### config.mk
export PLATFORM = sky130hd
export DESIGN_NAME = parking_lot_top
export DESIGN_NICKNAME = d
export VERILOG_FILES = /design/src/design/parking_pkg.sv /design/src/design/parking_lot_top.sv /design/src/design/lift_controller.sv /design/src/design/slot_table.sv /design/src/design/spot_allocator.sv /design/src/design/order_queue.sv
export VERILOG_INCLUDE_DIRS = /design/src /design/src/design
export SDC_FILE = /design/constraint.sdc
export NUM_CORES = 1
export LEC_CHECK = 0
export ABC_CLOCK_PERIOD_IN_PS = 16950
export CAP_MARGIN = 0
export CORE_UTILIZATION = 39
export DETAILED_ROUTE_END_ITERATION = 6
export DONT_BUFFER_PORTS = 1
export PLACE_DENSITY = 0.58
export SLEW_MARGIN = 20
export SYNTH_ARGS = -nofsm -noshare
export SYNTH_HDL_FRONTEND = slang
export SYNTH_HIERARCHICAL = 1
export SYNTH_SLANG_ARGS = --single-unit
### constraint.sdc
create_clock -name clock -period 16.95 [get_ports clock]
set_input_delay 1.695 -clock clock [delete_from_list [all_inputs] [get_ports clock]]
set_output_delay 1.695 -clock clock [all_outputs]
set_load 0.02 [all_outputs]
### src/design/parking_defines.svh
// Parking tower sizes, fee limits and plate class codes
// Class codes sit in the top nibble of a plate

`ifndef PARKING_DEFINES_SVH
`define PARKING_DEFINES_SVH

// License plate width, zero plate means no car
`define PLATE_W 16

// Parking floors above the ground floor, two spots each
`define FLOOR_COUNT 7

// Pending orders held before the lift serves them
`define QUEUE_DEPTH 8

// Fee meter width and its saturation value
`define FEE_W 8
`define FEE_MAX 255

// Top-nibble plate classes
`define CLASS_HANDICAP 9
`define CLASS_HYBRID 8

// Fee added per cycle, handicapped plates pay nothing
`define RATE_HYBRID 1
`define RATE_NORMAL 2

`endif
### src/design/parking_pkg.sv
// Parking tower types
// Plates, floors, spots, orders and lift events shared by all blocks
`include "parking_defines.svh"

package parking_pkg;

	typedef logic [`PLATE_W-1:0] plate_t; // Zero is an empty spot
	typedef logic [$clog2(`FLOOR_COUNT + 1)-1:0] floor_t;
	typedef logic [$bits(floor_t):0] spot_t; // Floor on top, bit 0 is the side (1 = right)
	typedef logic [`FEE_W-1:0] fee_t;

	// One plate per spot, spot 2 (floor 1 left) at index 0
	typedef plate_t [2*`FLOOR_COUNT-1:0] occupancy_t;

	typedef enum logic {
		ORDER_PARK,
		ORDER_RETRIEVE
	} order_kind_e;

	typedef struct packed {
		order_kind_e kind;
		plate_t      plate;
	} order_t;

	typedef enum logic [2:0] {
		EV_NONE,
		EV_PARKED,
		EV_PICKED,
		EV_DELIVERED,
		EV_REJECTED
	} event_kind_e;

	typedef struct packed {
		event_kind_e kind;
		plate_t      plate;
		spot_t       spot;
		fee_t        fee; // Only meaningful on EV_PICKED
	} lot_event_t;

	typedef enum logic [1:0] {
		LIFT_IDLE,
		LIFT_DECIDE,
		LIFT_ASCEND,
		LIFT_DESCEND
	} lift_state_e;

endpackage

### src/design/parking_lot_top.sv
// Parking tower top level
// Order queue, spot allocator, slot table and lift controller
module parking_lot_top (
	input  logic                    clock,
	input  logic                    reset,
	input  logic                    in_mode,
	input  logic                    out_mode,
	input  parking_pkg::plate_t     license_plate,
	output parking_pkg::lot_event_t lot_event,
	output parking_pkg::floor_t     current_floor,
	output logic                    queue_full,
	output logic [3:0]              free_suv_count,
	output logic [3:0]              free_sedan_count
);
	import parking_pkg::*;

	order_t     head_order;
	logic       queue_empty;
	logic       pop;
	plate_t     decide_plate;
	occupancy_t occupancy;
	spot_t      free_spot;
	spot_t      found_spot;
	logic       free_found;
	logic       plate_found;
	fee_t       picked_fee;
	logic       slot_write;
	logic       slot_clear;
	spot_t      slot_spot;
	plate_t     slot_plate;

	order_queue order_queue_inst (
		.clock         (clock),
		.reset         (reset),
		.in_mode       (in_mode),
		.out_mode      (out_mode),
		.license_plate (license_plate),
		.pop           (pop),
		.head_order    (head_order),
		.queue_empty   (queue_empty),
		.queue_full    (queue_full)
	);

	spot_allocator spot_allocator_inst (
		.plate       (decide_plate),
		.occupancy   (occupancy),
		.free_spot   (free_spot),
		.found_spot  (found_spot),
		.free_found  (free_found),
		.plate_found (plate_found)
	);

	slot_table slot_table_inst (
		.clock            (clock),
		.reset            (reset),
		.slot_write       (slot_write),
		.slot_clear       (slot_clear),
		.slot_spot        (slot_spot),
		.slot_plate       (slot_plate),
		.occupancy        (occupancy),
		.picked_fee       (picked_fee),
		.free_suv_count   (free_suv_count),
		.free_sedan_count (free_sedan_count)
	);

	lift_controller lift_controller_inst (
		.clock         (clock),
		.reset         (reset),
		.head_order    (head_order),
		.queue_empty   (queue_empty),
		.pop           (pop),
		.free_spot     (free_spot),
		.found_spot    (found_spot),
		.free_found    (free_found),
		.plate_found   (plate_found),
		.picked_fee    (picked_fee),
		.decide_plate  (decide_plate),
		.slot_write    (slot_write),
		.slot_clear    (slot_clear),
		.slot_spot     (slot_spot),
		.slot_plate    (slot_plate),
		.current_floor (current_floor),
		.lot_event     (lot_event)
	);

endmodule

### src/design/lift_controller.sv
// Lift controller
// Serves one queued order at a time, drives the slot table and reports lot events
module lift_controller (
	input  logic                    clock,
	input  logic                    reset,
	input  parking_pkg::order_t     head_order,
	input  logic                    queue_empty,
	output logic                    pop,
	input  parking_pkg::spot_t      free_spot,
	input  parking_pkg::spot_t      found_spot,
	input  logic                    free_found,
	input  logic                    plate_found,
	input  parking_pkg::fee_t       picked_fee,
	output parking_pkg::plate_t     decide_plate,
	output logic                    slot_write,
	output logic                    slot_clear,
	output parking_pkg::spot_t      slot_spot,
	output parking_pkg::plate_t     slot_plate,
	output parking_pkg::floor_t     current_floor,
	output parking_pkg::lot_event_t lot_event
);
	import parking_pkg::*;

	lift_state_e state;
	lift_state_e next_state;
	floor_t      next_floor;
	order_t      order_q;    // Order being served
	spot_t       target_q;
	spot_t       decide_spot;
	logic        park_order;
	logic        reject;
	logic        at_target;

	assign park_order   = (order_q.kind == ORDER_PARK);
	assign decide_plate = order_q.plate;
	assign decide_spot  = park_order ? free_spot : found_spot;

	// Zero plate, duplicate park, unknown retrieve or a full tower
	assign reject = (order_q.plate == '0) ||
		(park_order ? (plate_found || !free_found) : !plate_found);

	assign at_target = (current_floor == floor_t'(target_q >> 1));

	assign pop = (state == LIFT_IDLE) && (current_floor == '0) && !queue_empty;

	assign slot_spot  = target_q;
	assign slot_plate = order_q.plate;
	assign slot_write = (state == LIFT_ASCEND) && at_target && park_order;
	assign slot_clear = (state == LIFT_ASCEND) && at_target && !park_order;

	always_comb begin
		next_state      = state;
		next_floor      = current_floor;
		lot_event.kind  = EV_NONE;
		lot_event.plate = order_q.plate;
		lot_event.spot  = target_q;
		lot_event.fee   = '0;
		case (state)
			LIFT_IDLE: begin
				if (pop)
					next_state = LIFT_DECIDE;
			end
			LIFT_DECIDE: begin
				if (reject) begin
					next_state     = LIFT_IDLE;
					lot_event.kind = EV_REJECTED;
					lot_event.spot = '0;
				end else begin
					next_state = LIFT_ASCEND;
				end
			end
			LIFT_ASCEND: begin
				if (at_target) begin
					// Start down in the same step that serves the spot
					next_state = LIFT_DESCEND;
					next_floor = current_floor - 1'b1;
					lot_event.kind = park_order ? EV_PARKED : EV_PICKED;
					if (!park_order)
						lot_event.fee = picked_fee;
				end else begin
					next_floor = current_floor + 1'b1;
				end
			end
			LIFT_DESCEND: begin
				if (current_floor == '0) begin
					next_state = LIFT_IDLE;
					if (!park_order)
						lot_event.kind = EV_DELIVERED; // Car handed out at ground floor
				end else begin
					next_floor = current_floor - 1'b1;
				end
			end
			default: next_state = LIFT_IDLE;
		endcase
	end

	always_ff @(posedge clock or posedge reset) begin
		if (reset) begin
			state         <= LIFT_IDLE;
			current_floor <= '0;
		end else begin
			state         <= next_state;
			current_floor <= next_floor;
		end
	end

	always_ff @(posedge clock) begin
		if (pop)
			order_q <= head_order;
		if (state == LIFT_DECIDE)
			target_q <= decide_spot;
	end

endmodule

### src/design/slot_table.sv
// Slot table
// Parked plates, per-spot saturating fee meters and free-spot counts
`include "parking_defines.svh"

module slot_table (
	input  logic                    clock,
	input  logic                    reset,
	input  logic                    slot_write,
	input  logic                    slot_clear,
	input  parking_pkg::spot_t      slot_spot,
	input  parking_pkg::plate_t     slot_plate,
	output parking_pkg::occupancy_t occupancy,
	output parking_pkg::fee_t       picked_fee,
	output logic [3:0]              free_suv_count,
	output logic [3:0]              free_sedan_count
);
	import parking_pkg::*;

	localparam int SPOTS = 2 * `FLOOR_COUNT;

	fee_t  fee [SPOTS];
	spot_t slot_idx;
	logic  slot_valid; // Floor 0 holds no spots

	function automatic fee_t class_rate(input plate_t p);
		case (p[`PLATE_W-1 -: 4])
			4'(`CLASS_HANDICAP): return '0;
			4'(`CLASS_HYBRID):   return fee_t'(`RATE_HYBRID);
			default:             return fee_t'(`RATE_NORMAL);
		endcase
	endfunction

	function automatic fee_t add_sat(input fee_t a, input fee_t b);
		logic [`FEE_W:0] sum;
		sum = {1'b0, a} + {1'b0, b};
		return (sum > `FEE_MAX) ? fee_t'(`FEE_MAX) : sum[`FEE_W-1:0];
	endfunction

	assign slot_valid = (floor_t'(slot_spot >> 1) != '0);
	assign slot_idx   = slot_spot - spot_t'(2);

	always_ff @(posedge clock or posedge reset) begin
		if (reset)
			occupancy <= '0;
		else if (slot_valid && (slot_write || slot_clear))
			occupancy[slot_idx] <= slot_write ? slot_plate : '0;
	end

	// Meter reads rate times the edges after the one that stored the plate
	always_ff @(posedge clock) begin
		for (int i = 0; i < SPOTS; i++) begin
			if (slot_valid && slot_write && slot_idx == spot_t'(i))
				fee[i] <= '0;
			else if (occupancy[i] != '0)
				fee[i] <= add_sat(fee[i], class_rate(occupancy[i]));
		end
	end

	assign picked_fee = slot_valid ? fee[slot_idx] : '0;

	// Handicapped left spots of floors 1 and 2 count for neither type
	always_comb begin
		free_suv_count   = '0;
		free_sedan_count = '0;
		for (int i = 0; i < SPOTS; i++) begin
			if (occupancy[i] == '0 && !(i < 4 && i % 2 == 0)) begin
				if ((i / 2) % 2 == 0)
					free_suv_count = free_suv_count + 4'd1;   // Odd floor
				else
					free_sedan_count = free_sedan_count + 4'd1;
			end
		end
	end

endmodule

### src/design/spot_allocator.sv
// Spot allocator
// Picks the best free spot for a plate and finds where a plate is parked
`include "parking_defines.svh"

module spot_allocator (
	input  parking_pkg::plate_t     plate,
	input  parking_pkg::occupancy_t occupancy,
	output parking_pkg::spot_t      free_spot,
	output parking_pkg::spot_t      found_spot,
	output logic                    free_found,
	output logic                    plate_found
);
	import parking_pkg::*;

	localparam int SPOTS = 2 * `FLOOR_COUNT;

	logic             handicap;
	logic             suv;          // Odd plate
	logic [SPOTS-1:0] reserved;     // Left spots of floors 1 and 2
	logic [SPOTS-1:0] odd_floor;
	logic [SPOTS-1:0] open_spot;    // Empty and usable by this plate
	logic [SPOTS-1:0] own_floor;
	logic             sedan_overflow;
	logic [SPOTS-1:0] candidates;

	assign handicap = (plate[`PLATE_W-1 -: 4] == 4'(`CLASS_HANDICAP));
	assign suv      = plate[0];

	// Index i is floor i/2+1, left side on even i
	always_comb begin
		for (int i = 0; i < SPOTS; i++) begin
			reserved[i]  = (i < 4) && (i % 2 == 0);
			odd_floor[i] = ((i / 2) % 2) == 0;
			open_spot[i] = (occupancy[i] == '0) && (handicap || !reserved[i]);
		end
	end

	assign own_floor = suv ? (open_spot & odd_floor) : (open_spot & ~odd_floor);

	// Sedans spill to odd floors only once no even-floor spot is left for them
	assign sedan_overflow = !suv && (own_floor == '0);
	assign candidates     = sedan_overflow ? (open_spot & odd_floor) : own_floor;

	// Scan top down so the lowest floor, left side, is the last to win
	always_comb begin
		free_found  = 1'b0;
		free_spot   = '0;
		plate_found = 1'b0;
		found_spot  = '0;
		for (int i = SPOTS - 1; i >= 0; i--) begin
			if (candidates[i]) begin
				free_found = 1'b1;
				free_spot  = spot_t'(i + 2);
			end
			if (plate != '0 && occupancy[i] == plate) begin
				plate_found = 1'b1;
				found_spot  = spot_t'(i + 2);
			end
		end
	end

endmodule

### src/design/order_queue.sv
// Order queue
// Circular FIFO of park and retrieve orders waiting for the lift
`include "parking_defines.svh"

module order_queue (
	input  logic                clock,
	input  logic                reset,
	input  logic                in_mode,
	input  logic                out_mode,
	input  parking_pkg::plate_t license_plate,
	input  logic                pop,
	output parking_pkg::order_t head_order,
	output logic                queue_empty,
	output logic                queue_full
);
	import parking_pkg::*;

	localparam int PTR_W = $clog2(`QUEUE_DEPTH);
	localparam int CNT_W = $clog2(`QUEUE_DEPTH + 1);

	order_t           entries [`QUEUE_DEPTH];
	logic [PTR_W-1:0] head;
	logic [PTR_W-1:0] tail;
	logic [CNT_W-1:0] count;
	logic             push_ok;
	logic             pop_ok;
	order_t           new_order;

	function automatic logic [PTR_W-1:0] next_ptr(input logic [PTR_W-1:0] ptr);
		if (ptr == PTR_W'(`QUEUE_DEPTH - 1))
			return '0;
		return ptr + 1'b1;
	endfunction

	assign queue_empty = (count == '0);
	assign queue_full  = (count == CNT_W'(`QUEUE_DEPTH));

	// Full is judged before the pop, so a pop never makes room for a push in the same cycle
	assign push_ok = (in_mode | out_mode) & ~queue_full;
	assign pop_ok  = pop & ~queue_empty;

	assign new_order.kind  = in_mode ? ORDER_PARK : ORDER_RETRIEVE; // Park wins a tie
	assign new_order.plate = license_plate;

	assign head_order = entries[head];

	always_ff @(posedge clock or posedge reset) begin
		if (reset) begin
			head  <= '0;
			tail  <= '0;
			count <= '0;
		end else begin
			if (push_ok)
				tail <= next_ptr(tail);
			if (pop_ok)
				head <= next_ptr(head);
			count <= count + CNT_W'(push_ok) - CNT_W'(pop_ok);
		end
	end

	always_ff @(posedge clock) begin
		if (push_ok)
			entries[tail] <= new_order;
	end

endmodule

=== Yosys cells after proc, flatten, opt, wreduce, memory -nomap -nowiden ===
Memories as Yosys holds them, arrays and structs flattened. A register that Yosys moved wholly into a read port is not among the register bits.
Index checks and enable logic that the tools add are counted.

* $add $sub $neg: 31
* $lt $le $gt $ge: 16
* Equal/unequal tests: 67
* Muxes and demuxes: 247
* Bitwise operators: 20
* Reductions and logical operators: 85

{| class="wikitable"
|+ Operators by type and width
! operator !! count
|-
| 2-to-1 mux 8 bit || 60
|-
| zero test 16 bit || 15
|-
| nonzero test 16 bit || 15
|-
| bitwise mux 224 bit || 1
|-
| == test 16 bit || 14
|-
| 2-to-1 mux 4 bit || 41
|-
| == test 4 bit, second input constant || 36
|-
| adder 8 x 8 -> 9 bit || 14
|-
| greater-than comparator 9 x 8 -> 1 bit, second input constant || 14
|-
| 2-to-1 mux 1 bit || 108
|-
| demux 16 bit (select 4 bit) || 1
|-
| case mux 2 bit (2 select lines) || 14
|-
| logical AND 1 bit || 39
|-
| adder 4 x 1 -> 4 bit, second input constant || 8
|-
| 2-to-1 mux 16 bit || 2
|-
| 2-to-1 mux 14 bit || 2
|-
| 2-to-1 mux 3 bit || 9
|-
| == test 4 x 3 -> 1 bit, second input constant || 4
|-
| bitwise OR 1 bit || 15
|-
| zero test 14 bit || 1
|-
| 2-to-1 mux 2 bit || 6
|-
| adder 3 x 1 -> 3 bit, second input constant || 3
|-
| case mux 3 bit (3 select lines) || 1
|-
| == test 4 x 2 -> 1 bit, second input constant || 2
|-
| other kinds (27) || 41
|}

* Register bits: 243
* RAM bits: 248
* Output and inout port bits: 43
* Logic and storage cells: 488
* Memories: 2

{| class="wikitable"
|+ Memories
! name !! depth !! bits a word !! read ports !! clocked after memory_dff !! write ports !! line !! source
|-
| order_queue_inst.entries || 8 || 17 || 1 || 1 || 1 || order_queue.sv:21 || <nowiki>order_t entries [`QUEUE_DEPTH];</nowiki>
|-
| slot_table_inst.fee || 14 || 8 || 15 || 0 || 14 || slot_table.sv:21 || <nowiki>fee_t fee [SPOTS];</nowiki>
|}

=== Logic depth before layout (Yosys ltp) ===
* Depth after elaboration: 26
* Gate-level depth with buffers: 17

=== Hierarchy ===
The synthesis kept the hierarchy.

{| class="wikitable"
|+ Modules (own cells, without submodules)
! module !! instances !! cells an instance !! area an instance (µm²) !! seq. area each (µm²)
|-
| slot_table || 1 || 1628 || 16654.7 || 8968.6
|-
| order_queue || 1 || 259 || 5881.9 || 4334.2
|-
| spot_allocator || 1 || 477 || 3642.2 || 0.0
|-
| lift_controller || 1 || 149 || 1649.1 || 755.7
|}

=== Worst setup path after synthesis ===
Ideal clock, no wire load.

* Path type: reg2out
* Start point: reg slot_table_inst/occupancy[64] (netlist name)
* End point: out free_suv_count[2]
* Data arrival time: 3751 ps
* Data required time: 15255 ps
* Slack: 11504 ps
* Stages on the path, launching flop included: 18
* Buffers on the path: 1
* Path through: dfrtp_1 nor4_2 nand4_2 inv_1 ha_1 clkbuf_1 xnor2_1 ha_1 xnor2_1 nand2_1 a211oi_1 nand4bb_2 ha_1 mux2_2 ha_1 nand2_1 xnor2_1 xnor2_1

* Word-level cells in the longest chain between the ends: 12

{| class="wikitable"
|+ Ends and longest elaborated chain
! element !! line !! source
|-
| start, declared || slot_table.sv:12 || <nowiki>output parking_pkg::occupancy_t occupancy,</nowiki>
|-
| start signal, assigned by index || slot_table.sv:46 || <nowiki>occupancy[slot_idx] <= slot_write ? slot_plate : '0;</nowiki>
|-
| zero test 16 bit * || slot_table.sv:66 || <nowiki>if (occupancy[i] == '0 && !(i < 4 && i % 2 == 0)) begin</nowiki>
|-
| 2-to-1 mux 4 bit * || slot_table.sv:66 ||
|-
| adder 4 x 1 -> 4 bit || slot_table.sv:68 || <nowiki>free_suv_count = free_suv_count + 4'd1;</nowiki>
|-
| 2-to-1 mux 4 bit * || slot_table.sv:66 ||
|-
| adder 4 x 1 -> 4 bit || slot_table.sv:68 ||
|-
| 2-to-1 mux 4 bit * || slot_table.sv:66 ||
|-
| adder 4 x 1 -> 4 bit || slot_table.sv:68 ||
|-
| 2-to-1 mux 4 bit * || slot_table.sv:66 ||
|-
| adder 4 x 1 -> 4 bit || slot_table.sv:68 ||
|-
| 2-to-1 mux 4 bit * || slot_table.sv:66 ||
|-
| adder 4 x 1 -> 4 bit || slot_table.sv:68 ||
|-
| 2-to-1 mux 4 bit * || slot_table.sv:66 ||
|-
| end, declared || parking_lot_top.sv:12 || <nowiki>output logic [3:0] free_suv_count,</nowiki>
|}

Mark *: on every way between the ends. The rest lies on a longest branch, timed or not.

=== Worst setup path after layout ===
* Start point: reg slot_table_inst/occupancy[25] (netlist name)
* End point: out free_suv_count[3]

* Word-level cells in the longest chain between the ends: 14

{| class="wikitable"
|+ Ends and longest elaborated chain
! element !! line
|-
| zero test 16 bit * || slot_table.sv:66
|-
| 2-to-1 mux 1 bit * || slot_table.sv:66
|-
| adder 1 x 1 -> 2 bit || slot_table.sv:68
|-
| 2-to-1 mux 4 bit * || slot_table.sv:66
|-
| adder 4 x 1 -> 4 bit || slot_table.sv:68
|-
| 2-to-1 mux 4 bit * || slot_table.sv:66
|-
| adder 4 x 1 -> 4 bit || slot_table.sv:68
|-
| 2-to-1 mux 4 bit * || slot_table.sv:66
|-
| adder 4 x 1 -> 4 bit || slot_table.sv:68
|-
| 2-to-1 mux 4 bit * || slot_table.sv:66
|-
| adder 4 x 1 -> 4 bit || slot_table.sv:68
|-
| 2-to-1 mux 4 bit * || slot_table.sv:66
|-
| adder 4 x 1 -> 4 bit || slot_table.sv:68
|-
| 2-to-1 mux 4 bit * || slot_table.sv:66
|}

Marks and branches as above.

==> reports/summary.txt <==
Ant. Diodes = 0
Tcrit/Tclk final = 39.6%
Port-buffer cells = 0
Via density = 5.86
Die area = 0.0724 mm²
Worst reg2reg setup slack = 12530 ps
Yosys cell types = 80
IO Pins = 63
Non-filler cells, final = 3417
Routability congestion estimate = 0.949
Delay-heaviest family, CP = XOR/XNOR gates
Num CTS Buffers = 55
Critical path required time = 15250 ps
Arr. time, crit path = 5010 ps
Post-Route WL = 82000 µm
Combinational power share = 34.0%
P_int = 0.00280 W
P_leak = 11.4 nW
TritonCTS clock tree = built
Post-Syn Nets = 2600
Reg-to-Reg Start = lift_controller_inst/slot_spot[1]
Clock power share = 27.8%
Hold Crit Depth = 1
Setup-failing EPs final = 0
P_sw = 0.00161 W
Layout Nets = 2521
Pwr Density = 146 mW/mm²
First-pass GRT wire length = 124000 µm
Largest net degree at the start of global routing = 146
Chip width = 269 µm
Final hold vios = 0
R2R Path End = slot_table_inst/occupancy[91]
Min cycle time layout = 6710 ps
# hold bufs at CTS = 0
Synthesized area per cell = 11.1 µm²
Seq cells post-synth = 508
Vias = 20000
Post-CTS Setup Bufs = 0
Worst slack, placed = 11010 ps
Worst setup SP type = flop
Clock transition at the registers of the reported paths = 60 ps
DRC = 0
Final ANT Viol Nets = 0
Initial core utilization = 39.6%
Resized cells post-CTS = 0
Top FF cell, synth = edfxtp_1
Crit end category = output pin
Post-synth EDFFs = 269
Die height = 269 µm
First-pass DRT Iterations = 6
Slowest CP cell = xnor2_1
Final setup TNS = 0 ps
DRT iter0 DRCs = 1983
Max frequency = 149 MHz
Grt total ovfl = 0
Crit path kind = reg -> out
Worst IR Drop VDD = 0.142 mV
Rows = 97
Clock tree buffer depth = 3
Setup ws final = 10240 ps
Max-Cap Viols = 0
Synth Warn # = 6
Crit-path cells = nor4_2, nand4_2, inv_1, ha_1, xnor2_1, ha_1, xnor2_1, nand2_1, a211oi_1, nand4bb_2, ha_1, xnor3_1, a31oi_1, nor3b_2, xnor2_1
# clock sinks = 508
Hold Crit Start = order_queue_inst/count[0]
Wire per inst = 24.0 µm
Total Routing Usage GR = 22.4%
CP bufs+invs = 1
Min-Delay Path Class = reg -> reg
Status = finished, final reports clean
R2R cell count = 8
Area Growth Syn to Fin = 8.46%
Count of final max-slew check failures = 0
Worst Hold End = order_queue_inst/count[0]
Post-Syn Instances = 2513
Slew headroom = 21.5%
Clock Skews = 34.8 ps
Unrepaired setup endpoints after global routing = no
CP max stage delay = 440 ps
CP max FO = 8
Sequential element share of the synthesized area = 50.5%
Core ar. = 0.0703 mm²
Root buffer cell = clkbuf_16
Clock Latency Late Sink = 640 ps
Switching share of power = 36.5%
Post-synthesis cell area = 0.0278 mm²
Sequential share of power = 38.1%
Share of cells above drive strength 1 = 9.33%
Vias in the first global route = 19300
DP HPWL = 53700 µm
H-tree Lvls = 2
Dpl cells = 3316
Ys async rst share = 47.0%
Initial antenna violation count = 1
Slew @ Worst Pin = 1170 ps
==> state kept, by name (all words and copies together) (netlist names), 3 cells and up, named ones only <==
register                            cells
order_queue_inst/count                  4
lift_controller_inst/slot_spot          4
order_queue_inst/tail                   3
lift_controller_inst/current_floor      3
lift_controller_inst/decide_plate      16
slot_table_inst/occupancy             224
order_queue_inst/entries              136
order_queue_inst/head                   3
slot_table_inst/fee                   112
==> power by group through the flow <==
stage               registers [W]  logic (W)  clock network [W]
global route              0.00170    0.00162            0.00130
detailed placement        0.00171    0.00149                  0
CTS                       0.00168    0.00150            0.00126
finish                    0.00168    0.00150            0.00123
floorplan                 0.00164    0.00117                  0
global placement          0.00170    0.00146                  0
==> cells in the mapped netlist (all sizes together) (7+ instances only) <==
cell type | number | area [µm²]
xor2 | 109 | 955
mux2 | 31 | 349
a31oi | 22 | 138
nor3b | 8 | 65.1
clkbuf | 77 | 290
nor4 | 152 | 1120
dfrtp | 239 | 5980
nor2 | 96 | 363
a21o | 7 | 52.6
nor3 | 26 | 146
or3 | 8 | 50.1
nand4 | 80 | 528
nand2b | 18 | 113
a211oi | 22 | 165
mux2i | 9 | 90.1
xnor2 | 193 | 1730
ha | 52 | 651
inv | 63 | 236
edfxtp | 269 | 8080
mux4 | 58 | 1430
o21bai | 7 | 52.6
and4b | 10 | 100
and2 | 10 | 62.6
nand2 | 338 | 1270
buf | 96 | 757
nor2b | 19 | 119
and3 | 20 | 125
o21ai | 253 | 1270
nand3 | 47 | 240
fa | 15 | 300
a311oi | 9 | 85.1
a21oi | 106 | 534
==> final cells by class <==
class                   count  area, µm²
clock inverters            35        403
well taps                 940       1180
flip-flops and latches    508      14100
inverters                  63        249
repair buffers             37        285
clock buffers              65       1460
multi-input cells        1769      12600
fillers                  6520      40100
==> worst max-delay path by stage <==
| stage | from | to | slack (ps) | depth (start not counted) |
|---|---|---|---|---|
| floorplan | reset | slot_table_inst/occupancy[0] | 9120 | 1 |
| global placement | slot_table_inst/occupancy[25] | free_suv_count[2] | 11120 | 16 |
| global route | slot_table_inst/occupancy[31] | free_suv_count[3] | 9970 | 15 |
| CTS | slot_table_inst/occupancy[25] | free_suv_count[3] | 10270 | 15 |
| finish | slot_table_inst/occupancy[25] | free_suv_count[3] | 10240 | 15 |
| detailed placement | slot_table_inst/occupancy[25] | free_suv_count[2] | 11010 | 16 |
==> worst reg2reg max path: cells and delay by family (launching register included) <==
family                    cells  cell delay [ps]
AOI/OAI and AO/OA             2              850
xor gates and xnor gates      1              220
buffers and inverters         1              550
DFF                           1              370
and+or+nand+nor               4             2310
==> stage by stage <==
stage	total power, W	hold slack (ps)	utilization [%]	instance area [µm²]
finish	0.00441	526	43.0	30200
CTS	0.00444	530	42.9	30200
detailed placement	0.00320	515	40.3	28300
global route	0.00462	565	43.0	30200
floorplan	0.00282	494	-	27800
global placement	0.00316	521	40.3	28300
==> per-layer routing <==
layer	GRT usage, %	up-vias	share of wire [%]
met3	3.86	172	7.6
met4	7.23	0	3.0
met1	30.9	9994	43
met5	0	-	0
li1	-	9001	-
met2	35.6	842	46
==> placed cells by master, fill, tap and decap left out, types with 20 or more instances in the layout <==
cell type and count:
mux4_1 33, mux2_2 30, nand3_1 46, nor3_1 20, nor4_1 130, nand2_1 338
nand4_1 77, dfrtp_1 239, and3_1 20, a211oi_1 22, nor2_1 94, edfxtp_1 269
a31oi_1 22, xnor2_1 187, clkbuf_16 56, mux4_2 25, o21ai_0 236, buf_4 35
a21oi_1 105, inv_1 62, ha_1 52, xor2_1 109
==> cells by family (layout without fill, tap and decap cells) <==
logic type	count (synthesis)	after routing	synth area share [%]
compound gates	446	446	8.86
xor+xnor	303	303	9.72
fa+ha+maj	68	68	3.45
buf+inv	236	200	4.61
flops	508	508	50.5
mux	98	98	6.72
simple gates	854	854	16.1
(Power assumes the default switching activity.)
